File: config.mk
export PLATFORM = sky130hd
export DESIGN_NAME = stream_collector
export DESIGN_NICKNAME = d
export VERILOG_FILES = /design/src/logic/sram_stream_pkg.sv /design/src/logic/stream_collector.sv
export SDC_FILE = /design/constraint.sdc
export NUM_CORES = 1
export LEC_CHECK = 0
export BUFFER_PORTS_ARGS = -buffer_cell sky130_fd_sc_hd__buf_2
export CAP_MARGIN = 20
export CELL_PAD_IN_SITES_DETAIL_PLACEMENT = 1
export CELL_PAD_IN_SITES_GLOBAL_PLACEMENT = 2
export CORE_AREA = 2 2 204 206
export DETAILED_ROUTE_END_ITERATION = 8
export DIE_AREA = 0 0 206 208
export PLACE_DENSITY_LB_ADDON = 0.1
export SLEW_MARGIN = 20
export SYNTH_ARGS = -nofsm -noshare
export SYNTH_HDL_FRONTEND = slang
export SYNTH_SLANG_ARGS = --single-unit
File: constraint.sdc
create_clock -name clk -period 2.1 [get_ports clk]
set_input_delay 0.105 -clock clk [delete_from_list [all_inputs] [get_ports clk]]
set_output_delay 0.105 -clock clk [all_outputs]
set_load 0.02 [all_outputs]
File: src/logic/sram_stream_pkg.sv
/*
 * SRAM streamer shared definitions
 * Default sizes for the top level, the address and word count types
 * and the state encoding of the read scheduler
 */
`default_nettype none

package sram_stream_pkg;

  // Defaults for the top-level parameters
  parameter int NUM_LANES_DEF  = 4;
  parameter int WR_WIDTH_DEF   = 128;
  parameter int RD_WIDTH_DEF   = 64;
  parameter int ADDR_WIDTH_DEF = 6;
  parameter int RD_LATENCY_DEF = 2;

  // Word address into one SRAM bank
  typedef logic [ADDR_WIDTH_DEF-1:0] addr_t;

  // Number of words in a request is one bit wider so a full bank fits
  typedef logic [ADDR_WIDTH_DEF:0] count_t;

  // Read scheduler states
  typedef enum logic [1:0] {
    SCHED_IDLE,
    SCHED_ISSUE,
    SCHED_WAIT_DRAIN
  } sched_state_t;

endpackage

`default_nettype wire

File: src/logic/stream_collector.sv
/*
 * Stream collector
 * Joins the lane pieces into output words, returns a drain pulse
 * per piece and counts the block down to its last piece and done
 */
`timescale 1ns/10ps
`default_nettype none

module stream_collector #(
  parameter int NUM_LANES = sram_stream_pkg::NUM_LANES_DEF,
  parameter int WR_WIDTH  = sram_stream_pkg::WR_WIDTH_DEF,
  parameter int RD_WIDTH  = sram_stream_pkg::RD_WIDTH_DEF
) (
  input  logic                          clk,
  input  logic                          rst_b,
  input  logic                          zeroize_i,
  input  logic                          start_i,
  input  sram_stream_pkg::count_t       num_words_i,
  input  logic [NUM_LANES-1:0]          lane_valid_i,
  input  logic [NUM_LANES*RD_WIDTH-1:0] lane_data_i,
  output logic                          data_valid_o,
  output logic [NUM_LANES*RD_WIDTH-1:0] data_o,
  output logic                          drain_o,
  output logic                          last_o,
  output logic                          done_o
);

  import sram_stream_pkg::*;

  localparam int PIECES_PER_WORD = WR_WIDTH / RD_WIDTH;
  localparam int PCNT_W          = $bits(count_t) + $clog2(PIECES_PER_WORD);

  logic [PCNT_W-1:0] pieces_left_q;
  logic              done_q;

  // Lanes run in lock-step, so lane 0 speaks for all of them
  assign data_valid_o = lane_valid_i[0];
  assign drain_o      = lane_valid_i[0];
  assign data_o       = lane_data_i;
  assign last_o       = lane_valid_i[0] && (pieces_left_q == PCNT_W'(1));

  always_ff @(posedge clk or negedge rst_b) begin
    if (!rst_b) begin
      pieces_left_q <= '0;
      done_q        <= 1'b0;
    end else if (zeroize_i) begin
      pieces_left_q <= '0;
      done_q        <= 1'b0;
    end else begin
      done_q <= last_o;
      // A zero count means no block is open and matches an idle scheduler
      if (start_i && (pieces_left_q == '0)) begin
        pieces_left_q <= PCNT_W'(num_words_i) * PCNT_W'(PIECES_PER_WORD);
      end else if (lane_valid_i[0]) begin
        pieces_left_q <= pieces_left_q - 1'b1;
      end
    end
  end

  assign done_o = done_q;

  // All lanes must deliver their piece in the same cycle
  a_lanes_aligned: assert property (@(posedge clk) disable iff (!rst_b)
    (&lane_valid_i) || !(|lane_valid_i))
    else $error("stream_collector: lane valids disagree");

endmodule

`default_nettype wire

==> impl_metrics.yaml <==
detailed_routing:
  wire_per_inst_um: 10.8
  drtIter0Drc: 14
  antenna_left: 0
  drtPass1Iterations: 4
  via_count: 878
  drc: 0
  routed_via_density: 1.44
  routed_wl_um: 6570
global_routing:
  grt_pass1_wl_um: 8570
  grtUsageMet3: 0.0229
  grt_pass1_vias: 1074
  gr-usage-met2: 0.0338
  grt.overflow.total: 0
  grt_max_degree: 10
  grt_usage: 0.0286
  antenna_found_initial: 2
  grt.busiest_layer: "met4"
  globalRouteMet1Util: 0.0211
floorplanning:
  die_h_um: 208
  die_w_um: 206
  io_pins: 531
  rows: 74
  core-area_um2: 40600
  floorplan.die_area_um2: 42800
  start_util: 0.0619
power:
  p_leak_uw: 0.000365
  p_per_area_nw_per_um2: 874
  peakVddDrop_mv: 0.200
  p_total_uw: 1250
cells_and_area:
  area_growth_pct: -43.0
  stdcell_area_um2: 1430
  final_nets: 353
  fillers: 4870
  drive_gt1_frac: 0.372
synth:
  synth_edf_count: 0
  synthTopCellsByArea: "buf_4, dfrtp_1, ha_1, o31ai_1, mux2_2"
  synth_most_common_cell: "buf_4"
  netlist_area_um2: 2510
  yosys.area.top_type: "buf_4"
  synth-seq-cells: 9
  yosysWarnings: 0
  synth_flop_cell: "dfrtp_1"
  synth_cell_types: 29
  yosysSeqAreaShare: 0.0897
  synthCells: 314
  async_reset_ff_frac: 1.00
  synth_commonest_cells: "buf_4, dfrtp_1, o31ai_1, inv_1"
  yosys.area.top_type_share: 0.772
  synth.avg_cell_area_um2: 7.99
  syn_nets: 588
clock_network:
  clk_latency_ns: 0.24
  cts_tree: "done"
  clock_sinks: 9
  htreeDepth: 1
  clkSlewWorstSetupHoldPaths_ns: 0.05
  cts-root-buf: "clkbuf_16"
  cts_setup_buffers: 0
  cts_max_path_buffers: 2
  cts_buffers: 3
hold_path:
  min_path_cells: 2
  hold_class: "in -> reg"
setup_path:
  path_class: "reg -> out"
  cp_data_arrival_time_ns: 1.86
  endpoint_kind: "primary output"
  r2r_cells: 3
  critPathMaxFanout: 8
  cp.required_ns: 2.00
  cp-start-kind: "flip-flop"
timing:
  tns_ns: 0
  skew_ns: 0.00937
  min_period_ns: 1.96
  timing.fmax_mhz: 510
  hold_viol_final: 0
  post-route-period-util: 0.934
  relSlewSlack: 0.631
  maxSlewViolCount: 0
  setup-violations-final: 0
  rsz0062_at_grt: "no"
  worstMarginPinSlew_ns: 0.554
placed_design:
  port_buffers: 15
  gp_congestion: 0.557
  dpl-instance-area_um2: 1340
  hpwl_um: 5430
flow_run:
  cap_viol_max_count: 0
outcome:
  status: "finished, final reports clean"
[path summary, 6_finish.rpt]
check	startpoint	to	slack (ns)
max in group asynchronous	rst_b	pieces_left_q[6]	1.60
setup / recovery	pieces_left_q[5]	last_o	0.14
min in group asynchronous	rst_b	pieces_left_q[2]	0.27
hold reg to reg	pieces_left_q[5]	pieces_left_q[5]	0.54
hold / removal	zeroize_i	pieces_left_q[2]	0.1
setup reg to reg	pieces_left_q[5]	pieces_left_q[1]	0.28
[report_power, final]
part / internal [uW] / switching, uW / leakage (uW)
clock network: 253 / 102 / 0.0000409
registers: 242 / 72.3 / 0.000120
logic: 256 / 324 / 0.000205
total: 751 / 499 / 0.000365
[critical path, cell delays in order, from the launching register on]
cell,delay (ns)
dfrtp_1,0.37
or4_4,0.61
buf_4,0.18
nor4_4,0.23
buf_2,0.21
[cell usage in the layout (no fill, tap or decap), types with 2 or more instances in the layout]
cell / n
a211oi_1: 2
a21oi_1: 2
a31oi_1: 2
buf_2: 15
buf_4: 5
clkbuf_16: 3
dfrtp_1: 9
ha_1: 3
inv_1: 4
mux2_2: 2
nand2_1: 3
nor3_1: 2
o21ai_0: 2
o31ai_1: 5
or4_1: 2
xor2_1: 2
[repair_timing]
item,CTS,global route
gates resized for setup,0,0
hold endpoints to repair,9,0
hold buffers,1,0
endpoints found under the setup margin,0,1
[final cells by class]
cell class                 count  area (um^2)  share of cell area
antenna                        1         2.50             0.00175
inverter                       4         15.0              0.0105
timing repair buffer          21          123              0.0857
multi-input combinational     40          319               0.223
sequential                     9          225               0.157
tap                          532          666               0.465
clock inverter                 1         5.00             0.00350
clock buffer                   3         75.1              0.0525
[state kept, by name (all words and copies together) (netlist names)]
signal         flops
pieces_left_q      8
done_o             1
[metrics by stage]
stage / util / hold slack, ns / setup WS (ns) / std cells
floorplan: - / -0.191 / 0.371 / 314
global placement: 0.0330 / 0.0158 / 0.168 / 605
detailed placement: 0.0330 / 0.0137 / 0.183 / 605
CTS: 0.0352 / 0.113 / 0.00627 / 610
global route: 0.0352 / 0.117 / 0.0408 / 610
finish: 0.0353 / 0.0968 / 0.139 / 611
[cell families after synthesis]
group | count (synthesis) | synth area share
buf+inv | 265 | 0.783
compound gates | 16 | 0.0439
simple gates | 16 | 0.0489
flops | 9 | 0.0897
xor+xnor | 3 | 0.0105
fa+ha+maj | 3 | 0.0150
mux | 2 | 0.00897
[layer usage]
layer,vias up,routed length (um)
met1,341,1630
met5,-,13
li1,257,-
met3,120,1320
met4,2,1140
met2,158,2460
Note: power is estimated with default switching activity, not from simulation.
