==> src/logic/sram_stream_pkg.sv <==
/*
 * SRAM streamer shared definitions
 * Default sizes for the top level, the address and word count types
 * and the state encoding of the read scheduler
 */
`default_nettype none

package sram_stream_pkg;

  // Defaults for the top-level parameters
  parameter int NUM_LANES_DEF  = 4;
  parameter int WR_WIDTH_DEF   = 128;
  parameter int RD_WIDTH_DEF   = 64;
  parameter int ADDR_WIDTH_DEF = 6;
  parameter int RD_LATENCY_DEF = 2;

  // Word address into one SRAM bank
  typedef logic [ADDR_WIDTH_DEF-1:0] addr_t;

  // Number of words in a request is one bit wider so a full bank fits
  typedef logic [ADDR_WIDTH_DEF:0] count_t;

  // Read scheduler states
  typedef enum logic [1:0] {
    SCHED_IDLE,
    SCHED_ISSUE,
    SCHED_WAIT_DRAIN
  } sched_state_t;

endpackage

`default_nettype wire

==> src/logic/read_scheduler.sv <==
/*
 * Read scheduler
 * Turns a block request into one read per cycle to all banks at once.
 * Buffer space is reserved per read and given back per drained piece,
 * and a read waits while the reservation would not fit
 */
`timescale 1ns/10ps
`default_nettype none

module read_scheduler #(
  parameter int WR_WIDTH     = sram_stream_pkg::WR_WIDTH_DEF,
  parameter int RD_WIDTH     = sram_stream_pkg::RD_WIDTH_DEF,
  parameter int BUFFER_DEPTH = WR_WIDTH + RD_WIDTH
) (
  input  logic                    clk,
  input  logic                    rst_b,
  input  logic                    zeroize_i,
  input  logic                    start_i,
  input  sram_stream_pkg::addr_t  base_addr_i,
  input  sram_stream_pkg::count_t num_words_i,
  input  logic                    drain_i,
  input  logic                    last_i,
  output logic                    rd_en_o,
  output sram_stream_pkg::addr_t  rd_addr_o,
  output logic                    busy_o
);

  import sram_stream_pkg::*;

  localparam int ALLOC_W = $clog2(BUFFER_DEPTH + WR_WIDTH + 1);

  sched_state_t       state_q;
  addr_t              addr_q;
  count_t             words_left_q;
  logic [ALLOC_W-1:0] alloc_q;
  logic [ALLOC_W-1:0] alloc_d;
  logic               room;
  logic               issue;

  // Every lane's buffer fills alike, so one count covers them all
  assign room  = (alloc_q + ALLOC_W'(WR_WIDTH)) <= ALLOC_W'(BUFFER_DEPTH);
  assign issue = (state_q == SCHED_ISSUE) && room && !zeroize_i;

  always_comb begin
    alloc_d = alloc_q;
    if (issue) begin
      alloc_d = alloc_d + ALLOC_W'(WR_WIDTH);
    end
    if (drain_i) begin
      alloc_d = alloc_d - ALLOC_W'(RD_WIDTH);
    end
  end

  always_ff @(posedge clk or negedge rst_b) begin
    if (!rst_b) begin
      state_q      <= SCHED_IDLE;
      addr_q       <= '0;
      words_left_q <= '0;
      alloc_q      <= '0;
    end else if (zeroize_i) begin
      state_q      <= SCHED_IDLE;
      words_left_q <= '0;
      alloc_q      <= '0;
    end else begin
      alloc_q <= alloc_d;
      case (state_q)
        SCHED_IDLE: begin
          // Requests are only taken here so a start while busy falls through
          if (start_i) begin
            addr_q       <= base_addr_i;
            words_left_q <= num_words_i;
            state_q      <= SCHED_ISSUE;
          end
        end
        SCHED_ISSUE: begin
          if (issue) begin
            // Address wraps at the top of the bank
            addr_q       <= addr_q + 1'b1;
            words_left_q <= words_left_q - 1'b1;
            if (words_left_q == count_t'(1)) begin
              state_q <= SCHED_WAIT_DRAIN;
            end
          end
        end
        SCHED_WAIT_DRAIN: begin
          // Back to idle in the done cycle so the next start is taken there
          if (last_i) begin
            state_q <= SCHED_IDLE;
          end
        end
        default: state_q <= SCHED_IDLE;
      endcase
    end
  end

  assign rd_en_o   = issue;
  assign rd_addr_o = addr_q;
  assign busy_o    = state_q != SCHED_IDLE;

  // Drains only return space that an earlier read reserved
  a_alloc_no_underflow: assert property (@(posedge clk) disable iff (!rst_b || zeroize_i)
    drain_i |-> alloc_q >= ALLOC_W'(RD_WIDTH))
    else $error("read_scheduler: allocated count would go negative");

endmodule

`default_nettype wire

==> config.mk <==
export PLATFORM = sky130hd
export DESIGN_NAME = read_scheduler
export DESIGN_NICKNAME = d
export VERILOG_FILES = /design/src/logic/sram_stream_pkg.sv /design/src/logic/read_scheduler.sv
export SDC_FILE = /design/constraint.sdc
export NUM_CORES = 1
export LEC_CHECK = 0
export BUFFER_PORTS_ARGS = -buffer_cell sky130_fd_sc_hd__buf_2
export CAP_MARGIN = 20
export CORE_MARGIN = 3
export CORE_UTILIZATION = 52
export CTS_BUF_LIST = sky130_fd_sc_hd__clkbuf_16
export CTS_CLUSTER_SIZE = 25
export DETAILED_ROUTE_END_ITERATION = 8
export HOLD_SLACK_MARGIN = 0.08
export PLACE_DENSITY = 0.78
export SLEW_MARGIN = 20
export SYNTH_ARGS = -nofsm -noshare
export SYNTH_HDL_FRONTEND = slang
export SYNTH_SLANG_ARGS = --single-unit
export TNS_END_PERCENT = 20
==> constraint.sdc <==
create_clock -name clk -period 2.3 [get_ports clk]
set_input_delay 0.23 -clock clk [delete_from_list [all_inputs] [get_ports clk]]
set_output_delay 0.23 -clock clk [all_outputs]
set_load 0.005 [all_outputs]
==> summary.md, run 1 <==
| Metric | Value |
|---|---|
| Status | finished clean |
| LEAKAGE | approximately 0.65 nW |
| DRT antenna net count | 0 |
| Sequential cell area fraction in the yosys report | roughly two fifths |
| Post-Place Cells | approximately 190 |
| Crit path launch | alloc_q[7]$_DFF_PN0_ |
| Max-slew headroom | 66.1% |
| Final non-filler cell total | 190 |
| DPL Wire Length | between 1500 and 2000 µm |
| Routed length per instance | between 10 and 15 µm |
| Post-route minimum period | 2.10 ns |
| Syn nets | 159 |
| Fin crit share | between 90 and 100% |
| Most frequent cell after synthesis | dfrtp_1 |
| Port Buffer Count | 26 |
| Layout Area Growth over Synthesis | 22.7% |
| Top delay family on crit path | adder cells |
| Req. time, crit path | between 2 and 2.5 ns |
| H-Tree Depth | 1 |
| Total chip power | between 1 and 1.5 mW |
| Syn Inst Count | ~140 |
| Crit path largest cell delay | 0.41 ns |
| Routed vias | ~1100 |
| DRC violations left | 0 |
| R2R depth | 9 |
| Final setup viols | 0 |
| DRT iter0 DRCs | between 60 and 70 |
| Power Density | between 800 and 900 nW/µm² |
| Area contributors post-synth | dfrtp_1 (41%), ha_1 (5.6%), a21oi_1 (5.4%) |
| Maximum VDD drop | about 0.64 mV |
| First-pass GRT wire length | 4690 µm |
| CP max stage cell | dfrtp_1 |
| GR Layer Usage met1 | 27.8% |
| Row count | 16 |
| Reg-to-reg endpoint | alloc_q[7]$_DFF_PN0_ |
| Worst skew pair latency | between 0.2 and 0.3 ns |
| Share of layout cells above drive strength 1 | between 20 and 25% |
| DR pass1 iterations | 4 |
| Die Width | around 52 µm |
| Core area | 1980 µm² |
| Critical Path Start Type | register |
| CTS Buf Count | 3 |
| Worst Path Arrival | about 2.3 ns |
| Met2 track utilization from global routing | about 41% |
| Ant. Diodes | 0 |
| Count of flip-flops with a built-in enable after synthesis | 0 |
| Antenna violations before repair | 0 |
| Total Wirelength | around 2800 µm |
| Setup TNS | 0 ns |
| PnR worst setup slack | a little over 0.2 ns |
| Worst-Margin Slew | 0.504 ns |
| Synth Flop Type | dfrtp_1 |
| CTS Buffer Depth | 2 |
| Pin count of the biggest net entering global routing | 22 |
| Critical path peak fanout | 4 |
| Ys async rst share | 100% |
| RSZ-0062 raised after global routing | no |
| Cell Area, Placed | ~1300 µm² |
| Final Slew Violations | 0 |
| CP Depth | 9 |
| Most frequent cells after synthesis | dfrtp_1 (18), nand2_1 (14), nor2_1 (14), a21oi_1 (12) |
| Tot GR Track Use | between 20% and 30% |
| Synth Register Bits | 18 |
| Count of unique library cells instantiated by Yosys | 34 |
| Hold Path Stages | 3 |
| Dpl ws | between 0.2 and 0.25 ns |
| Worst-path clk slew | 0.05 ns |
| Critical path cell sequence | inv_1, ha_1, a31o_2, nor3_1, xnor2_1, ha_1, nand2_1, nand2_1, a21oi_1 |
| Critical R2R Launch | alloc_q[7]$_DFF_PN0_ |
| Critical path class | reg2reg |
| Synth warnings | 0 |
| Met3 usage | approximately 5.2% |
| Clk_skew | about 0.0037 ns |
| Worst Setup End Kind | register |
| Clock Sinks | 18 |
| Fmax | approximately 480 MHz |
| Nets | between 150 and 200 |
| Reg2Reg Setup Slack | 0.20 ns |
| IO Pins | 27 |
| Final Hold Fails | 0 |
| CTS tree | built |
| Worst Setup EP | alloc_q[7]$_DFF_PN0_ |
| Cell taking the most area after synthesis | dfrtp_1 |
| Design area | ~1400 µm² |
| Worst Path Buf+Inv | 1 |
| Die area | approximately 2700 µm² |
| Max Cap Viol | 0 |
| Cell area after synthesis | between 1000 and 1500 µm² |
| Area share of the largest cell type after synthesis | roughly two fifths |
| Initial core utilization | about 56% |
| GP Congestion | 0.776 |
| Grt ovf | 0 |
| Post CTS Setup Buffer Count | 0 |
| Path category of the worst min-delay check | in2reg |
| Via density | 5.86 |
| Root Buffer | clkbuf_16 |
| Mean Syn Cell Area | 8.20 µm² |
| Vias in the first global route | roughly 1100 |
| Chip Height | 52.1 µm |
| Top Usage Layer GRT | met2 |
[worst register-to-register path: cells and delay by family (launching register included)]
kind | cells | cell delay [ns]
AOI/OAI and AO/OA | 2 | 0.38
adders and majority gates | 2 | 0.56
xor gates and xnor gates | 1 | 0.19
DFF | 1 | 0.41
buffers and inverters | 1 | 0.07
and+or+nand+nor | 3 | 0.42
[where the power goes]
part           leakage (nW)  internal [mW]  switching (mW)
registers             0.230          0.379          0.0695
logic                 0.383          0.161           0.188
clock network        0.0385          0.231           0.124
[layout by cell type (no fill, tap or decap)]
master,count
a2111oi_0,1
nor4_1,2
a22oi_1,3
inv_1,11
o32ai_1,1
xnor2_1,3
a41oi_1,1
ha_1,5
nor2b_1,1
nand2_1,14
a211o_1,1
dlygate4sd3_1,1
nand2b_1,1
buf_2,26
or4_1,2
a21oi_2,1
clkbuf_16,3
nand4_1,3
o22ai_1,3
o31ai_1,1
nor2_1,14
mux2i_1,1
nor3_1,6
a21boi_0,1
nor3b_1,1
o21ai_0,11
clkinv_1,1
a21oi_1,12
a21o_1,1
or2_2,2
a2bb2oi_1,2
dfrtp_1,18
and3_1,2
buf_4,3
o211ai_1,1
nand3_1,2
a31o_2,1
[flip-flops by register name, indices dropped and copies added (netlist names)]
| name | cells |
|---|---|
| alloc_q | 3 |
| rd_addr_o | 6 |
| state_q | 2 |
| words_left_q | 7 |
[how the worst min path moves through the flow]
stage / startpoint / endpoint
finish: drain_i / alloc_q[7]$_DFF_PN0_
CTS: drain_i / alloc_q[7]$_DFF_PN0_
floorplan: rst_b / alloc_q[6]$_DFFE_PN0P_
global placement: rst_b / alloc_q[6]$_DFFE_PN0P_
detailed placement: rst_b / alloc_q[8]$_DFF_PN0_
global route: drain_i / alloc_q[7]$_DFF_PN0_
[routing by layer]
metal	wire, µm	share of wire (%)
met1	1150	41
met2	1480	52
met4	34	1.2
met3	172	6.0
met5	0	0
[cells by family (layout without fill, tap and decap cells)]
family / after synthesis / in the layout / share of synthesized area [%]
compound gates: 41 / 41 / 23.2
fa+ha+maj: 5 / 5 / 5.65
mux: 1 / 1 / 0.904
xor+xnor: 3 / 3 / 2.37
simple gates: 50 / 50 / 21.4
buf+inv: 17 / 45 / 5.88
flops: 18 / 18 / 40.7
[through the flow]
stage	hold WS (ns)	utilization [%]
finish	0.266	68.6
global route	0.265	68.6
CTS	0.267	68.6
detailed placement	0.187	64.1
global placement	0.187	64.1
floorplan	-0.0656	-
[repair_timing]
action / CTS / global route
hold endpoints to repair: 18 / 0
gates resized for setup: 0 / 0
hold buffers: 1 / 0
endpoints found under the setup margin: 0 / 0
[cell type report]
| type | instances | area [µm²] |
|---|---|---|
| repair buffers | 30 | 163 |
| clock inverters | 1 | 3.75 |
| flip-flops and latches | 18 | 450 |
| well taps | 27 | 33.8 |
| inverters | 11 | 41.3 |
| multi-input cells | 100 | 592 |
| fillers | 157 | 623 |
| clock buffers | 3 | 75.1 |
Note: power is estimated with default switching activity, not from simulation.
==> run 2, diff against run 1 <==
Settings changed: BUFFER_PORTS_ARGS -buffer_cell sky130_fd_sc_hd__buf_2 to -buffer_cell sky130_fd_sc_hd__buf_4, REMOVE_ABC_BUFFERS set to 1.
==> summary.md, run 2 (synthesized netlist as in run 1, its figures left out) <==
| Metric | Value |
|---|---|
| Max-slew headroom | 66.3% |
| Ant. Diodes | 0 |
| Worst Path Arrival | 1.82 ns |
| Reg2Reg Setup Slack | 0.26 ns |
| Die Width | ~52 µm |
| Critical path peak fanout | 4 |
| CTS tree | built |
| Total Wirelength | 2510 µm |
| Worst-path clk slew | roughly 0.050 ns |
| Commonest non-fill, non-tap cell in the layout | buf_4 |
| Min-Delay Endpoint | words_left_q[6]$_DFFE_PN0P_ |
| Layout Area Growth over Synthesis | 28.6% |
| Final Hold Fails | 0 |
| DRT iter0 DRCs | 16 |
| PostCTS Resize Cnt | 0 |
| CTS Buf Count | 3 |
| GP Congestion | roughly 0.88 |
| DPL Wire Length | 1810 µm |
| Chip Height | ~52 µm |
| R2R depth | 9 |
| H-Tree Depth | 1 |
| Routed vias | slightly above 1000 |
| Req. time, crit path | between 2 and 2.5 ns |
| Vias in the first global route | about 1000 |
| Nets | ~190 |
| Most flop-heavy register | words_left_q |
| Path category of the worst min-delay check | in2reg |
| Routed length per instance | 13.2 µm |
| Hold Path Stages | 2 |
| Worst Setup End Kind | primary output |
| Most frequent cells in the layout | buf_4 (29), dfrtp_1 (18), nand2_1 (14), nor2_1 (14), a21oi_1 (12) |
| Root Buffer | clkbuf_16 |
| Critical R2R Launch | alloc_q[7]$_DFF_PN0_ |
| Crit path largest cell delay | 0.41 ns |
| Clock Sinks | 18 |
| Port Buffer Count | 26 |
| Critical path cell sequence | inv_1, ha_1, a31o_2, nor3_1, buf_4, buf_4 |
| Setup TNS | 0 ns |
| Grt ovf | 0 |
| Clk_skew | roughly 0.004 ns |
| Antenna violations before repair | 0 |
| Initial core utilization | around 56% |
| Worst skew pair latency | 0.25 ns |
| First-pass GRT wire length | 4240 µm |
| DRT antenna net count | 0 |
| Post-CTS Hold Fix Bufs | 1 |
| Fin crit share | roughly nine tenths |
| Worst Path Buf+Inv | 3 |
| RSZ-0062 raised after global routing | no |
| Top delay family on crit path | flip-flops |
| Critical path class | reg2out |
| CTS Buffer Depth | 2 |
| LEAKAGE | 0.672 nW |
| Via density | between 5 and 6 |
| Pin count of the biggest net entering global routing | 19 |
| Reg-to-reg endpoint | alloc_q[7]$_DFF_PN0_ |
| Power Density | about 820 nW/µm² |
| Largest register FFs | 7 |
| Share of layout cells above drive strength 1 | 22.1% |
| Fill count | 168 |
| IO Pins | 27 |
| Post-route minimum period | about 2.1 ns |
| Fmax | 487 MHz |
| Final non-filler cell total | 190 |
| Final setup viols | 0 |
| DR pass1 iterations | 4 |
| Max Cap Viol | 0 |
| Core area | 1980 µm² |
| Post CTS Setup Buffer Count | 0 |
| Tot GR Track Use | between 20% and 30% |
| Status | finished clean |
| Row count | 16 |
| Post-Place Cells | approximately 190 |
| CP max stage cell | dfrtp_1 |
| Maximum VDD drop | about 0.55 mV |
| Critical Path Start Type | register |
| Die area | about 2700 µm² |
| Worst-Margin Slew | 0.499 ns |
| Crit path top cell by count | buf_4 |
| Final Slew Violations | 0 |
| Hold wc startpoint | zeroize_i |
| DRC violations left | 0 |
==> run 2: how the worst max path moves through the flow <==
stage	endpoint	slack [ns]	startpoint	depth (start not counted)
floorplan	alloc_q[8]$_DFF_PN0_	0.30	alloc_q[7]$_DFF_PN0_	9
global placement	alloc_q[8]$_DFF_PN0_	0.36	alloc_q[7]$_DFF_PN0_	9
detailed placement	alloc_q[8]$_DFF_PN0_	0.27	alloc_q[7]$_DFF_PN0_	9
CTS	rd_en_o	0.25	alloc_q[7]$_DFF_PN0_	6
global route	alloc_q[8]$_DFF_PN0_	0.07	alloc_q[7]$_DFF_PN0_	9
finish	rd_en_o	0.25	alloc_q[7]$_DFF_PN0_	6
==> run 2: area by class of cell <==
class / count / area [µm²] / area share, %
timing repair buffer: 30 / 228 / 16.0
multi-input combinational: 100 / 592 / 41.6
clock buffer: 3 / 75.1 / 5.27
sequential: 18 / 450 / 31.6
clock inverter: 1 / 3.75 / 0.264
inverter: 11 / 41.3 / 2.90
tap: 27 / 33.8 / 2.37
==> run 2: metrics by stage <==
step | hold WS [ns] | util [%] | worst slack [ns] | area (µm²) | total power, mW
floorplan | -0.0656 | - | 0.300 | 1080 | 0.660
global placement | 0.113 | 67.4 | 0.359 | 1340 | 0.804
detailed placement | 0.115 | 67.4 | 0.273 | 1340 | 0.822
CTS | 0.230 | 71.8 | 0.249 | 1420 | 1.17
global route | 0.239 | 71.8 | 0.0667 | 1420 | 1.26
finish | 0.228 | 71.8 | 0.246 | 1420 | 1.17
==> run 2: per-layer routing <==
metal	part of all wire (%)	up-vias	track usage (%)
met5	0	-	0
met4	0.72	0	6.38
met3	3.8	4	2.58
met2	46	21	31.2
met1	50	473	30.3
li1	-	541	-
==> run 2: report_power, final <==
group | internal, mW | leakage [nW] | switching, mW
Combinational | 0.189 | 0.404 | 0.182
Clock | 0.231 | 0.0385 | 0.119
Sequential | 0.379 | 0.230 | 0.0696
==> run 2: worst register-to-register path: cells and delay by family, from the launching register on <==
kind | cells | cell delay [ns]
buffers and inverters | 1 | 0.07
and+or+nand+nor | 3 | 0.39
xor gates and xnor gates | 1 | 0.18
DFF | 1 | 0.41
AOI/OAI and AO/OA | 2 | 0.36
adders and majority gates | 2 | 0.56
