`src/logic/sram_stream_pkg.sv`:
```
/*
 * SRAM streamer shared definitions
 * Default sizes for the top level, the address and word count types
 * and the state encoding of the read scheduler
 */
`default_nettype none

package sram_stream_pkg;

  // Defaults for the top-level parameters
  parameter int NUM_LANES_DEF  = 4;
  parameter int WR_WIDTH_DEF   = 128;
  parameter int RD_WIDTH_DEF   = 64;
  parameter int ADDR_WIDTH_DEF = 6;
  parameter int RD_LATENCY_DEF = 2;

  // Word address into one SRAM bank
  typedef logic [ADDR_WIDTH_DEF-1:0] addr_t;

  // Number of words in a request is one bit wider so a full bank fits
  typedef logic [ADDR_WIDTH_DEF:0] count_t;

  // Read scheduler states
  typedef enum logic [1:0] {
    SCHED_IDLE,
    SCHED_ISSUE,
    SCHED_WAIT_DRAIN
  } sched_state_t;

endpackage

`default_nettype wire

```
`src/logic/abr_rd_lat_buffer.sv`:
```
/*
 * Pre-allocated read latency buffer
 * Takes WR_WIDTH-bit writes and hands out RD_WIDTH-bit pieces as soon
 * as enough bits are held. Space is reserved at SRAM read time, so
 * there is no full flag and no back-pressure toward the bank
 */
`timescale 1ns/10ps
`default_nettype none

module abr_rd_lat_buffer #(
  parameter int WR_WIDTH     = sram_stream_pkg::WR_WIDTH_DEF,
  parameter int RD_WIDTH     = sram_stream_pkg::RD_WIDTH_DEF,
  parameter int BUFFER_DEPTH = WR_WIDTH + RD_WIDTH
) (
  input  logic                clk,
  input  logic                rst_b,
  input  logic                zeroize_i,
  input  logic                data_valid_i,
  input  logic [WR_WIDTH-1:0] data_i,
  output logic                data_valid_o,
  output logic [RD_WIDTH-1:0] data_o
);

  // Pointer is wide enough to show an overflow past BUFFER_DEPTH
  localparam int PTR_W = $clog2(BUFFER_DEPTH + WR_WIDTH + 1);

  logic [BUFFER_DEPTH-1:0] buf_q;
  logic [BUFFER_DEPTH-1:0] buf_d;
  logic [BUFFER_DEPTH-1:0] buf_shifted;
  logic [BUFFER_DEPTH-1:0] wr_placed;
  logic [PTR_W-1:0]        wr_ptr_q;
  logic [PTR_W-1:0]        wr_ptr_d;
  logic [PTR_W-1:0]        wr_pos;
  logic                    buf_rd;
  logic                    buf_wr;

  // A piece leaves whenever a full RD_WIDTH is held
  assign buf_rd = wr_ptr_q >= PTR_W'(RD_WIDTH);
  assign buf_wr = data_valid_i;

  always_comb begin
    // With a read in the same cycle the new data lands one piece lower
    wr_pos = buf_rd ? wr_ptr_q - PTR_W'(RD_WIDTH) : wr_ptr_q;
    wr_ptr_d = wr_pos;
    if (buf_wr) begin
      wr_ptr_d = wr_pos + PTR_W'(WR_WIDTH);
    end

    // Drop the outgoing piece, then OR the incoming word in above the held bits
    buf_shifted = buf_rd ? buf_q >> RD_WIDTH : buf_q;
    wr_placed   = buf_wr ? BUFFER_DEPTH'(data_i) << wr_pos : '0;
    buf_d       = buf_shifted | wr_placed;
  end

  always_ff @(posedge clk or negedge rst_b) begin
    if (!rst_b) begin
      buf_q    <= '0;
      wr_ptr_q <= '0;
    end else if (zeroize_i) begin
      buf_q    <= '0;
      wr_ptr_q <= '0;
    end else if (buf_rd || buf_wr) begin
      buf_q    <= buf_d;
      wr_ptr_q <= wr_ptr_d;
    end
  end

  // Lowest bits go out first
  assign data_valid_o = buf_rd & ~zeroize_i;
  assign data_o       = buf_q[RD_WIDTH-1:0];

  // The scheduler's allocation must keep every write inside the buffer
  a_no_overflow: assert property (@(posedge clk) disable iff (!rst_b || zeroize_i)
    wr_ptr_d <= PTR_W'(BUFFER_DEPTH))
    else $error("abr_rd_lat_buffer: write pointer past BUFFER_DEPTH");

endmodule

`default_nettype wire

```
`config.mk`:
```
export PLATFORM = sky130hd
export DESIGN_NAME = abr_rd_lat_buffer
export DESIGN_NICKNAME = d
export VERILOG_FILES = /design/src/logic/sram_stream_pkg.sv /design/src/logic/abr_rd_lat_buffer.sv
export SDC_FILE = /design/constraint.sdc
export NUM_CORES = 1
export LEC_CHECK = 0
export BUFFER_PORTS_ARGS = -buffer_cell sky130_fd_sc_hd__buf_2
export CAP_MARGIN = 40
export CORE_ASPECT_RATIO = 1.5
export CORE_MARGIN = 10
export CORE_UTILIZATION = 37
export DETAILED_ROUTE_END_ITERATION = 7
export PLACE_DENSITY = 0.57
export RECOVER_POWER = 100
export SLEW_MARGIN = 20
export SYNTH_ARGS = -nofsm -noshare
export SYNTH_HDL_FRONTEND = slang
export SYNTH_SLANG_ARGS = --single-unit
```
`constraint.sdc`:
```
create_clock -name clk -period 2.63 [get_ports clk]
set_clock_uncertainty 0.2 [all_clocks]
set_input_delay 0.1315 -clock clk [delete_from_list [all_inputs] [get_ports clk]]
set_output_delay 0.1315 -clock clk [all_outputs]
set_load 0.02 [all_outputs]
```
==> results.txt, run 1 <==
Flop-to-flop setup slack = 0.17 ns
Die Y-Extent = 216 µm
CP startpoint kind = flip-flop
Gpl congestion = 0.742
Failing checks = capacitance limit, slew limit
Max Slew Vio Count = 63
Slew @ Worst Pin = 1.74 ns
Pwr Density = 963 nW/µm²
Via count = 7803
Clock Latency Late Sink = 0.45 ns
Hold path cells = 3
CP Depth = 6
Post-synthesis cell type count = 28
Detail Route Antenna Nets = 0
Clk slew on worst S/H paths = 0.08 ns
CTS Root Cell = clkbuf_16
# DRC = 0
Max Cap Viol = 1
H-tree levels = 4
CP required = 2.30 ns
Register-to-Register Path Depth = 7
Die X = 151 µm
Die area = 32500 µm²
Vias in the first global route = 8483
Syn. warnings = 0
FFs w/ async S/R, synth = 1.00
Area occupied by multi-input gates = 3730 µm²
Clock sink count = 195
Routed WL per cell = 20.1 µm
Slowest cell delay on critical path = 0.43 ns
IO Pins = 197
Initial cell density of the core = 0.376
Worst setup endpoint = data_valid_o
Final net count = 1239
Commonest non-fill, non-tap cell in the layout = dfrtp_1
Sequential Area = 4880 µm²
Avg Inst Size Synth = 10.8 µm²
Final Power = 11.7 mW
DP HPWL = 16900 µm
Core Area = 25100 µm²
Register area share after synthesis = 0.516
Worst hold path type = in2reg
DRT iter0 DRCs = 462
Fin crit period = 2.46 ns
Syn nets = 1008
Worst reg2reg path startpoint = wr_ptr_q[7]
Crit path buf inv count = 3
Fraction of the cycle the final worst path needs = 0.935
Routed WL = 29100 µm
RSZ-0062 raised after global routing = no
Post-synth EDFFs = 0
Hold path start = data_i[60]
CP Cell Sequence = inv_1 -> ha_1 -> nor4_2 -> nor2_4 -> clkbuf_16 -> clkbuf_2
Clk buf depth = 2
Post-DR vias/cell = 5.39
CP max FO = 65
Crit path launch = wr_ptr_q[7]
Buffers added on ports = 196
Initial antenna violation count = 3
Setup TNS = 0 ns
Final setup fails = 0
Post-synth top flop = dfrtp_1
Seq cells post-synth = 195
Synthesized area = 9450 µm²
Grt total ovfl = 0
Leakage = 5.87 nW
GR Util All Layers = 0.178
Critical path class = reg2out
F_max = 0.406 GHz
Max rail drop VDD = 0.000699 V
Cell family with most CP delay = buffers and inverters
Fin. Hold Viols = 0
Area grow syn2layout = 28.8%
First-pass GRT wire length = 46100 µm
Critical path's slowest cell = dfrtp_1
Worst setup EP type = output port
RR Endpoint = buf_q[6]
Fillers = 2346
Worst EP arrival = 2.13 ns
CTS tree = built
Largest net degree at the start of global routing = 130
Most frequent cells in the layout = 195 x dfrtp_1, 132 x dlygate4sd3_1, 130 x buf_2
Slew HR = -0.158
Post-Syn Instances = 874
Layout cell share with drive strength beyond 1 = 0.174
Status = finished, violations left
Core Rows = 71
Pre-Repair DR Iteration Count = 5
TritonCTS Buffers = 17
## registers in the layout (all words and copies together), names as in the netlist
| name | count |
|---|---|
| wr_ptr_q | 3 |
| buf_q | 192 |
## worst register-to-register path: stages (launching register included)
cell and delay, ns:
dfrtp_1 0.43, inv_1 0.09, ha_1 0.22, nor3_1 0.25, and3_2 0.51, buf_8 0.37, a22o_1 0.25, a21o_1 0.08
## kinds of logic after synthesis
logic type | after synthesis | synth area share
flops | 195 | 0.516
mux | 65 | 0.0688
fa+ha+maj | 2 | 0.00265
xor+xnor | 1 | 0.000927
buf+inv | 142 | 0.0920
simple gates | 81 | 0.0371
compound gates | 388 | 0.282
## layer usage
layer	part of all wire	global-route usage	up-vias
met4	0.020	0.0708	0
li1	-	-	3649
met2	0.53	0.299	192
met3	0.044	0.0383	34
met1	0.41	0.216	3928
met5	0	0	-
## synth_stat cells (2+ instances only)
| cell | instances | area [µm²] |
|---|---|---|
| o21ai_0 | 107 | 536 |
| nor3_1 | 4 | 20.0 |
| buf_1 | 4 | 15.0 |
| a22o_1 | 64 | 561 |
| nor2_2 | 2 | 12.5 |
| buf_4 | 64 | 480 |
| ha_1 | 2 | 25.0 |
| nand2_1 | 65 | 244 |
| buf_2 | 29 | 145 |
| a21o_1 | 64 | 480 |
| o21ai_1 | 22 | 110 |
| buf_6 | 8 | 90.1 |
| nand2b_1 | 2 | 12.5 |
| clkbuf_1 | 34 | 128 |
| inv_1 | 3 | 11.3 |
| mux2i_1 | 65 | 651 |
| a22oi_1 | 129 | 968 |
| dfrtp_1 | 195 | 4880 |
| nor2_1 | 2 | 7.51 |
## how the worst min path moves through the flow
stage / to / slack, ns
4_1_cts: buf_q[12] / 0.05
5_1_grt: buf_q[51] / 0.25
2_1_floorplan: buf_q[0] / -0.36
3_5_place_dp: buf_q[5] / -0.01
3_3_place_gp: buf_q[5] / -0.02
6_report: buf_q[60] / 0.24
## stage by stage
stage	hold slack (ns)	utilization	setup WS (ns)	std cells	cell area (µm²)
2_1_floorplan	-0.364	-	0.386	874	9450
3_3_place_gp	-0.0179	0.412	0.237	1280	10400
3_5_place_dp	-0.0119	0.412	0.189	1280	10400
4_1_cts	0.0478	0.489	0.0494	1445	12300
5_1_grt	0.251	0.484	0.0177	1449	12200
6_report	0.236	0.484	0.170	1449	12200
## power by group
group          switching, mW  total [mW]  internal (mW)  leakage [nW]
Sequential             0.440        4.16           3.72          2.69
Combinational           3.08        4.89           1.80          2.89
Clock                   1.21        2.69           1.48         0.286
## final cells by class
cell class,instances,share of cell area
Timing Repair Buffer,351,0.208
Sequential cell,195,0.401
Antenna cell,3,0.000617
Tap cell,328,0.0337
Multi-Input combinational cell,537,0.307
Clock buffer,21,0.0386
Clock inverter,11,0.0105
Inverter,3,0.000925
## timing repair
| action | in CTS | in global routing |
|---|---|---|
| hold endpoints to repair | 390 | 0 |
| gates cloned | 0 | 1 |
| endpoints found under the setup margin | 1 | 1 |
| hold buffers | 132 | 0 |
| setup buffers | 1 | 0 |
| pin swaps | 1 | 0 |
| gates resized for setup | 1 | 1 |
(Power assumes the default switching activity.)
==> run 2, diff against run 1 <==
--- a/config.mk
+++ b/config.mk
@@ -5,13 +5,14 @@
 export SDC_FILE = /design/constraint.sdc
 export NUM_CORES = 1
 export LEC_CHECK = 0
+export ABC_AREA = 1
 export BUFFER_PORTS_ARGS = -buffer_cell sky130_fd_sc_hd__buf_2
 export CAP_MARGIN = 40
 export CORE_ASPECT_RATIO = 1.5
 export CORE_MARGIN = 10
 export CORE_UTILIZATION = 37
 export DETAILED_ROUTE_END_ITERATION = 7
-export PLACE_DENSITY = 0.57
+export PLACE_DENSITY = 0.55
 export RECOVER_POWER = 100
 export SLEW_MARGIN = 20
 export SYNTH_ARGS = -nofsm -noshare
==> run 2 against run 1 <==
Effect of this change: the flow now finishes without violations; register-to-register slack worse by 0.03 ns; final area grew 20%; sequential share of layout area fell by 6.7 points; fmax down 1.2%; via count increased by 54%; die area rose by 22%; combinational power is 110% higher; flip-flop and latch count stayed put; critical endpoint is now buf_q[158]; routed wire length increased by 41%; synthesized cell count increased by 110%; clock-buffer cell count decreased by 1.
==> results.txt, run 2 <==
Status = completed
Cell accounting for the most synthesized area = dfrtp_1
CP max FO = 31 (-52%)
Area grow syn2layout = 23.7%
CTS Root Cell = clkbuf_16
Initial antenna violation count = 3 (unchanged)
DP HPWL = 22900 µm (+36%)
Hold path start = buf_q[134]
Hold path cells = 2 (-1)
Flop-to-flop setup slack = 0.14 ns (-0.03 ns)
Fin. Hold Viols = 0 (unchanged)
Final net count = 2149 (+73%)
CP Cell Sequence = ha_1 -> nor2_4 -> nand2_8 -> o21ai_0 -> nor2_4 -> clkbuf_4 -> nand2_1 -> nand2_1
Register area share after synthesis = 0.413 (-0.104)
Biggest register = buf_q
Core Area = 31700 µm² (+26%)
Seq cells post-synth = 195 (unchanged)
Final WS setup = 0.140 ns (-0.0302 ns)
Fraction of the cycle the final worst path needs = 0.947 (+0.0115)
RSZ-0062 raised after global routing = no
Max rail drop VDD = 0.00122 V (+75%)
Clock sink count = 195 (unchanged)
Synth top area share = 0.413 (-0.104)
Gpl congestion = 0.829 (+12%)
Final setup fails = 0 (unchanged)
Detail Route Antenna Nets = 0 (unchanged)
Most frequent cells after synthesis = 839 x nand2_1, 257 x nand3_1, 195 x dfrtp_1, 195 x nor2_1, 77 x buf_4
Slowest cell delay on critical path = 0.43 ns (about the same)
Post-DR vias/cell = 4.91 (-8.7%)
Die X = 166 µm (+10%)
Post-Syn Instances = 1831 (+110%)
Worst hold path type = reg2reg
Post-synth EDFFs = 0 (unchanged)
CTS tree = built
Fin crit period = 2.49 ns (+0.0302 ns)
FFs w/ async S/R, synth = 1.00 (unchanged)
Layout cell share with drive strength beyond 1 = 0.101 (-0.0724)
Final Power = 17.6 mW (+50%)
F_max = 0.402 GHz (-1.2%)
Pre-CTS WS = 0.292 ns (+0.103 ns)
Most frequent cells in the layout = 839 x nand2_1, 257 x nand3_1, 195 x nor2_1, 195 x dfrtp_1
First-pass GRT wire length = 65300 µm (+42%)
Worst hold endpoint = buf_q[134]
Max Cap Viol = 0 (-1)
Critical path's slowest cell = dfrtp_1
Via count = 12000 (+54%)
Slew HR = 0.00842 (+0.166)
Worst EP arrival = 2.63 ns (+0.50 ns)
Setup TNS = 0 ns (unchanged)
Synthesized area = 11800 µm² (+25%)
Largest net degree at the start of global routing = 130 (unchanged)
GR Util All Layers = 0.201 (+0.0231)
Clk buf depth = 2 (unchanged)
Leakage = 7.76 nW (+32%)
Top post-synthesis cells by area = dfrtp_1 41%, nand2_1 27%, nand3_1 11%, nor2_1 6.2%, buf_4 4.9%
Slew @ Worst Pin = 1.49 ns (-0.249 ns)
CP startpoint kind = flip-flop
Post-synthesis cell type count = 17 (-39%)
# DRC = 0 (unchanged)
IO Pins = 197 (unchanged)
Grt total ovfl = 0 (unchanged)
Most frequent cell after synthesis = nand2_1
Crit path launch = wr_ptr_q[6]
Pre-Repair DR Iteration Count = 7 (+2)
Clk slew on worst S/H paths = 0.07 ns (about the same)
DRT iter0 DRCs = 726 (+57%)
Post-synth top flop = dfrtp_1
Syn. warnings = 0 (unchanged)
Initial cell density of the core = 0.373 (-0.00325)
Max reg flops = 192 (unchanged)
Pwr Density = 1200 nW/µm² (+25%)
Core Rows = 80 (+13%)
Vias in the first global route = 12200 (+43%)
Worst setup EP type = flip-flop
Routed WL per cell = 16.8 µm (-17%)
Syn nets = 1965 (+95%)
CP required = 2.77 ns (+0.47 ns)
Critical path class = reg2reg
Avg Inst Size Synth = 6.46 µm² (-40%)
Buffers added on ports = 196 (unchanged)
Clock Latency Late Sink = 0.46 ns (about the same)
Max Slew Vio Count = 0 (-100%)
Die area = 39700 µm² (+22%)
Die Y-Extent = 239 µm (+11%)
RR Endpoint = buf_q[158]
Routed WL = 40900 µm (+41%)
Top flop regs = buf_q (192), wr_ptr_q (3)
Worst reg2reg path startpoint = wr_ptr_q[6]
Commonest non-fill, non-tap cell in the layout = nand2_1
TritonCTS Buffers = 17 (unchanged)
H-tree levels = 4 (unchanged)
Register-to-Register Path Depth = 8 (+1)
[run 2: cell count changes in the layout (fill, tap and decap cells not counted), moves of 65 or more]
cell     delta
a21oi_1    +65
a22oi_1   -129
inv_1      +67
mux2i_1    -65
nand2_1   +774
nand3_1   +257
nor2_1    +195
o21ai_0   -125
[run 2: kinds of logic after synthesis]
family                   after synthesis  synth area share
AND/OR/NAND/NOR                     1302             0.444
flip-flops                           195             0.413
AO/OA/AOI/OAI                         67            0.0284
adder cells (fa/ha/maj)                2           0.00212
buffers and inverters                265             0.113
[run 2: where the power goes]
part	total, mW	internal [mW]	switching [mW]
sequential	4.42	3.90	0.518
clock	3.06	1.82	1.25
combinational	10.2	2.88	7.28
[run 2: through the flow]
step | instances | utilization | cell area [µm²] | hold WS, ns
floorplan | 1831 | - | 11800 | -0.364
global placement | 2274 | 0.402 | 12800 | -0.0512
detailed placement | 2274 | 0.402 | 12800 | -0.0557
CTS | 2437 | 0.464 | 14700 | 0.0134
global route | 2441 | 0.461 | 14600 | 0.299
finish | 2442 | 0.461 | 14600 | 0.281
[run 2: repair_timing]
item	4_1_cts	5_1_grt
endpoints found under the setup margin	0	1
hold endpoints to repair	390	0
gates resized for setup	0	2
hold buffers	131	0
buffers inserted	0	0
[run 2: worst max-delay path by stage]
| stage | to | slack [ns] | cells after the start |
|---|---|---|---|
| 5_1_grt | buf_q[158] | 0.02 | 3 |
| 6_report | buf_q[158] | 0.14 | 8 |
| 3_3_place_gp | buf_q[158] | 0.32 | 9 |
| 3_5_place_dp | buf_q[80] | 0.29 | 9 |
| 4_1_cts | data_valid_o | 0.02 | 5 |
| 2_1_floorplan | buf_q[10] | 0.46 | 10 |
[run 2: critical path: cells and delay by family, from the launching register on]
kind | cells | cell delay, ns
adder cells (fa/ha/maj) | 1 | 0.25
AO/OA/AOI/OAI | 1 | 0.42
flip-flops | 1 | 0.43
buffers and inverters | 1 | 0.34
AND/OR/NAND/NOR | 5 | 0.72
[run 2: cell type report]
type	count	area (µm²)
clock buffers	20	447
well taps	410	513
clock inverters	12	228
repair buffers	358	2630
inverters	72	270
flip-flops and latches	195	4880
diodes	4	10.0
fillers	3270	17100
multi-input cells	1371	5660
[run 2: layer usage]
layer,up-vias,global-route usage,routed length [µm]
li1,5972,-,-
met1,5622,0.234,17100
met2,342,0.353,20600
met3,65,0.0327,1810
met4,0,0.0958,1460
met5,-,0,0
==> run 3, diff against run 2 <==
--- a/config.mk
+++ b/config.mk
@@ -14,6 +14,7 @@
 export DETAILED_ROUTE_END_ITERATION = 7
 export PLACE_DENSITY = 0.55
 export RECOVER_POWER = 100
+export REMOVE_ABC_BUFFERS = 1
 export SLEW_MARGIN = 20
 export SYNTH_ARGS = -nofsm -noshare
 export SYNTH_HDL_FRONTEND = slang
==> run 3 against run 2 <==
Effect of this change: sequential share of layout area up 0.21 points; routed wire length down 1.7%; utilization down 0.29 points; die area unchanged; final area down 0.63%; clock power down 8.8%; the run now ends with capacitance limit, slew limit left; critical path depth down 3; flip-flop and latch count unchanged; via count up 0.34%; register-to-register slack better by 0.097 ns.
==> results.txt, run 3 (same netlist as run 2, synthesis figures left out) <==
Post-CTS Setup Repair Bufs = 0 (unchanged)
Combinational Power Share = 0.583 (+0.007)
Slowest cell delay on critical path = 0.43 ns (about the same)
Commonest non-fill, non-tap cell in the layout = nand2_1
Max reg flops = 192 (unchanged)
Max rail drop VDD = 0.00102 V (-17%)
Layout cell share with drive strength beyond 1 = 0.101 (-0.000394)
Vias in the first global route = 12000 (-0.85%)
Slew HR = -0.0143 (-0.0227)
H-tree levels = 4 (unchanged)
Fin crit period = 2.39 ns (-0.0966 ns)
DRT iter0 DRCs = 792 (+9.1%)
Final setup fails = 0 (unchanged)
Clk buf depth = 2 (unchanged)
Fraction of the cycle the final worst path needs = 0.910 (-0.0367)
Routed WL = 40200 µm (-1.7%)
Grt total ovfl = 0 (unchanged)
Final Power = 17.3 mW (-2.0%)
Die Y-Extent = 239 µm (unchanged)
Max Cap Viol = 1 (+1)
Top flop regs = buf_q (192), wr_ptr_q (3)
CP required = 2.30 ns (-0.47 ns)
Worst EP arrival = 2.06 ns (-0.57 ns)
Worst setup EP type = output port
Fillers = 3353 (+2.5%)
Clock group share of total power = 0.162 (-0.012)
Failing checks = capacitance limit, slew limit
Core Rows = 80 (unchanged)
IO Pins = 197 (unchanged)
Die area = 39700 µm² (unchanged)
Gpl congestion = 0.818 (-1.4%)
Initial cell density of the core = 0.373 (unchanged)
Worst hold path type = reg2reg
Cell family with most CP delay = buffers and inverters
# DRC = 0 (unchanged)
Die X = 166 µm (unchanged)
Clock sink count = 195 (unchanged)
DP HPWL = 22500 µm (-1.4%)
CP max FO = 65 (+110%)
Leakage = 7.73 nW (-0.45%)
Fin. Hold Viols = 0 (unchanged)
CP Cell Sequence = ha_1 -> nor2_4 -> clkbuf_16 -> a21oi_1 -> buf_2
Pre-Repair DR Iteration Count = 5 (-2)
Net Sw Power = 9.04 mW (about the same)
Buffers added on ports = 196 (unchanged)
GR Util All Layers = 0.197 (-0.00366)
First-pass GRT wire length = 64100 µm (-1.9%)
Clock Latency Late Sink = 0.47 ns (about the same)
RSZ-0062 raised after global routing = no
CTS tree = built
Post-DR vias/cell = 4.94 (+0.47%)
Detail Route Antenna Nets = 0 (unchanged)
Clk slew on worst S/H paths = 0.08 ns (about the same)
Biggest register = buf_q
Final core utilization = 0.458 (-0.00292)
CTS Root Cell = clkbuf_16
F_max = 0.418 GHz (+4.0%)
Internal = 8.25 mW (-4.0%)
Core Area = 31700 µm² (unchanged)
Initial antenna violation count = 2 (-1)
Max Slew Vio Count = 51 (+51)
Most frequent cells in the layout = 841 x nand2_1, 257 x nand3_1, 195 x nor2_1, 195 x dfrtp_1, 131 x dlygate4sd3_1
Pwr Density = 1190 nW/µm² (-1.3%)
Crit path buf inv count = 2 (+1)
Via count = 12000 (+0.34%)
Status = finished, violations left
Register share of total power = 0.255 (+0.004)
Final net count = 2147 (-0.093%)
Switching part of the total = 0.523 (+0.0102)
Critical path class = reg2out
Routed WL per cell = 16.5 µm (-1.6%)
CP startpoint kind = flip-flop
Area grow syn2layout = 23.0%
Largest net degree at the start of global routing = 130 (unchanged)
Critical path's slowest cell = dfrtp_1
Slew @ Worst Pin = 1.52 ns (+0.0341 ns)
TritonCTS Buffers = 17 (unchanged)
==> run 3: per-stage QoR <==
| stage | setup WS [ns] | hold slack [ns] | setup TNS [ns] | area [µm²] | cells |
|---|---|---|---|---|---|
| detailed placement | 0.339 | -0.0536 | 0 | 12700 | 2272 |
| global route | 0.0415 | 0.298 | 0 | 14500 | 2438 |
| floorplan | -6.48 | -0.364 | -1188.48 | 10800 | 1638 |
| finish | 0.236 | 0.281 | 0 | 14500 | 2439 |
| CTS | 0.0174 | 0.0111 | 0 | 14600 | 2435 |
| global placement | 0.384 | -0.0589 | 0 | 12700 | 2271 |
==> run 3: final timing paths <==
path                                 to  cells after the start         from  slack, ns
min in group asynchronous    buf_q[123]                      2        rst_b       0.36
min reg2reg                  buf_q[157]                      2   buf_q[157]       0.28
max in group asynchronous    buf_q[125]                      3        rst_b       0.45
max reg2reg                   buf_q[84]                      7  wr_ptr_q[6]       0.24
max                        data_valid_o                      5  wr_ptr_q[6]       0.24
min                          buf_q[157]                      2   buf_q[157]       0.28
==> run 3: final cells by class <==
| type | instances | area, µm² | share of cell area |
|---|---|---|---|
| Clock inverter | 12 | 145 | 0.00998 |
| Antenna cell | 3 | 7.51 | 0.000516 |
| Inverter | 72 | 270 | 0.0186 |
| Sequential cell | 195 | 4880 | 0.336 |
| Timing Repair Buffer | 356 | 2610 | 0.179 |
| Tap cell | 410 | 513 | 0.0353 |
| Multi-Input combinational cell | 1371 | 5650 | 0.389 |
| Clock buffer | 20 | 467 | 0.0321 |
==> run 3: power by group through the flow <==
stage          combinational (mW)  sequential, mW  clock, mW
4_1_cts                      10.2            4.41       2.86
3_5_place_dp                 9.97            4.46          0
5_1_grt                      11.3            4.53       2.97
3_3_place_gp                 9.91            4.43          0
2_1_floorplan                5.09            4.58          0
6_report                     10.1            4.41       2.79
==> run 3: routing by layer <==
layer / part of all wire / track usage / up-vias
met3: 0.039 / 0.0306 / 58
met5: 0 / 0 / -
met1: 0.43 / 0.237 / 5721
li1: - / - / 5971
met2: 0.50 / 0.344 / 292
met4: 0.031 / 0.0826 / 0
==> run 3: what timing repair did <==
action,in CTS,in global routing
gates resized for setup,0,2
endpoints found under the setup margin,0,1
hold buffers,131,0
hold endpoints to repair,389,0
==> run 3: worst register-to-register path, delay by kind of cell (launching register included) <==
kind                     cells  cell delay [ns]
AO/OA/AOI/OAI                1             0.14
adder cells (fa/ha/maj)      1             0.25
buffers and inverters        2             0.84
flip-flops                   1             0.43
AND/OR/NAND/NOR              3             0.46
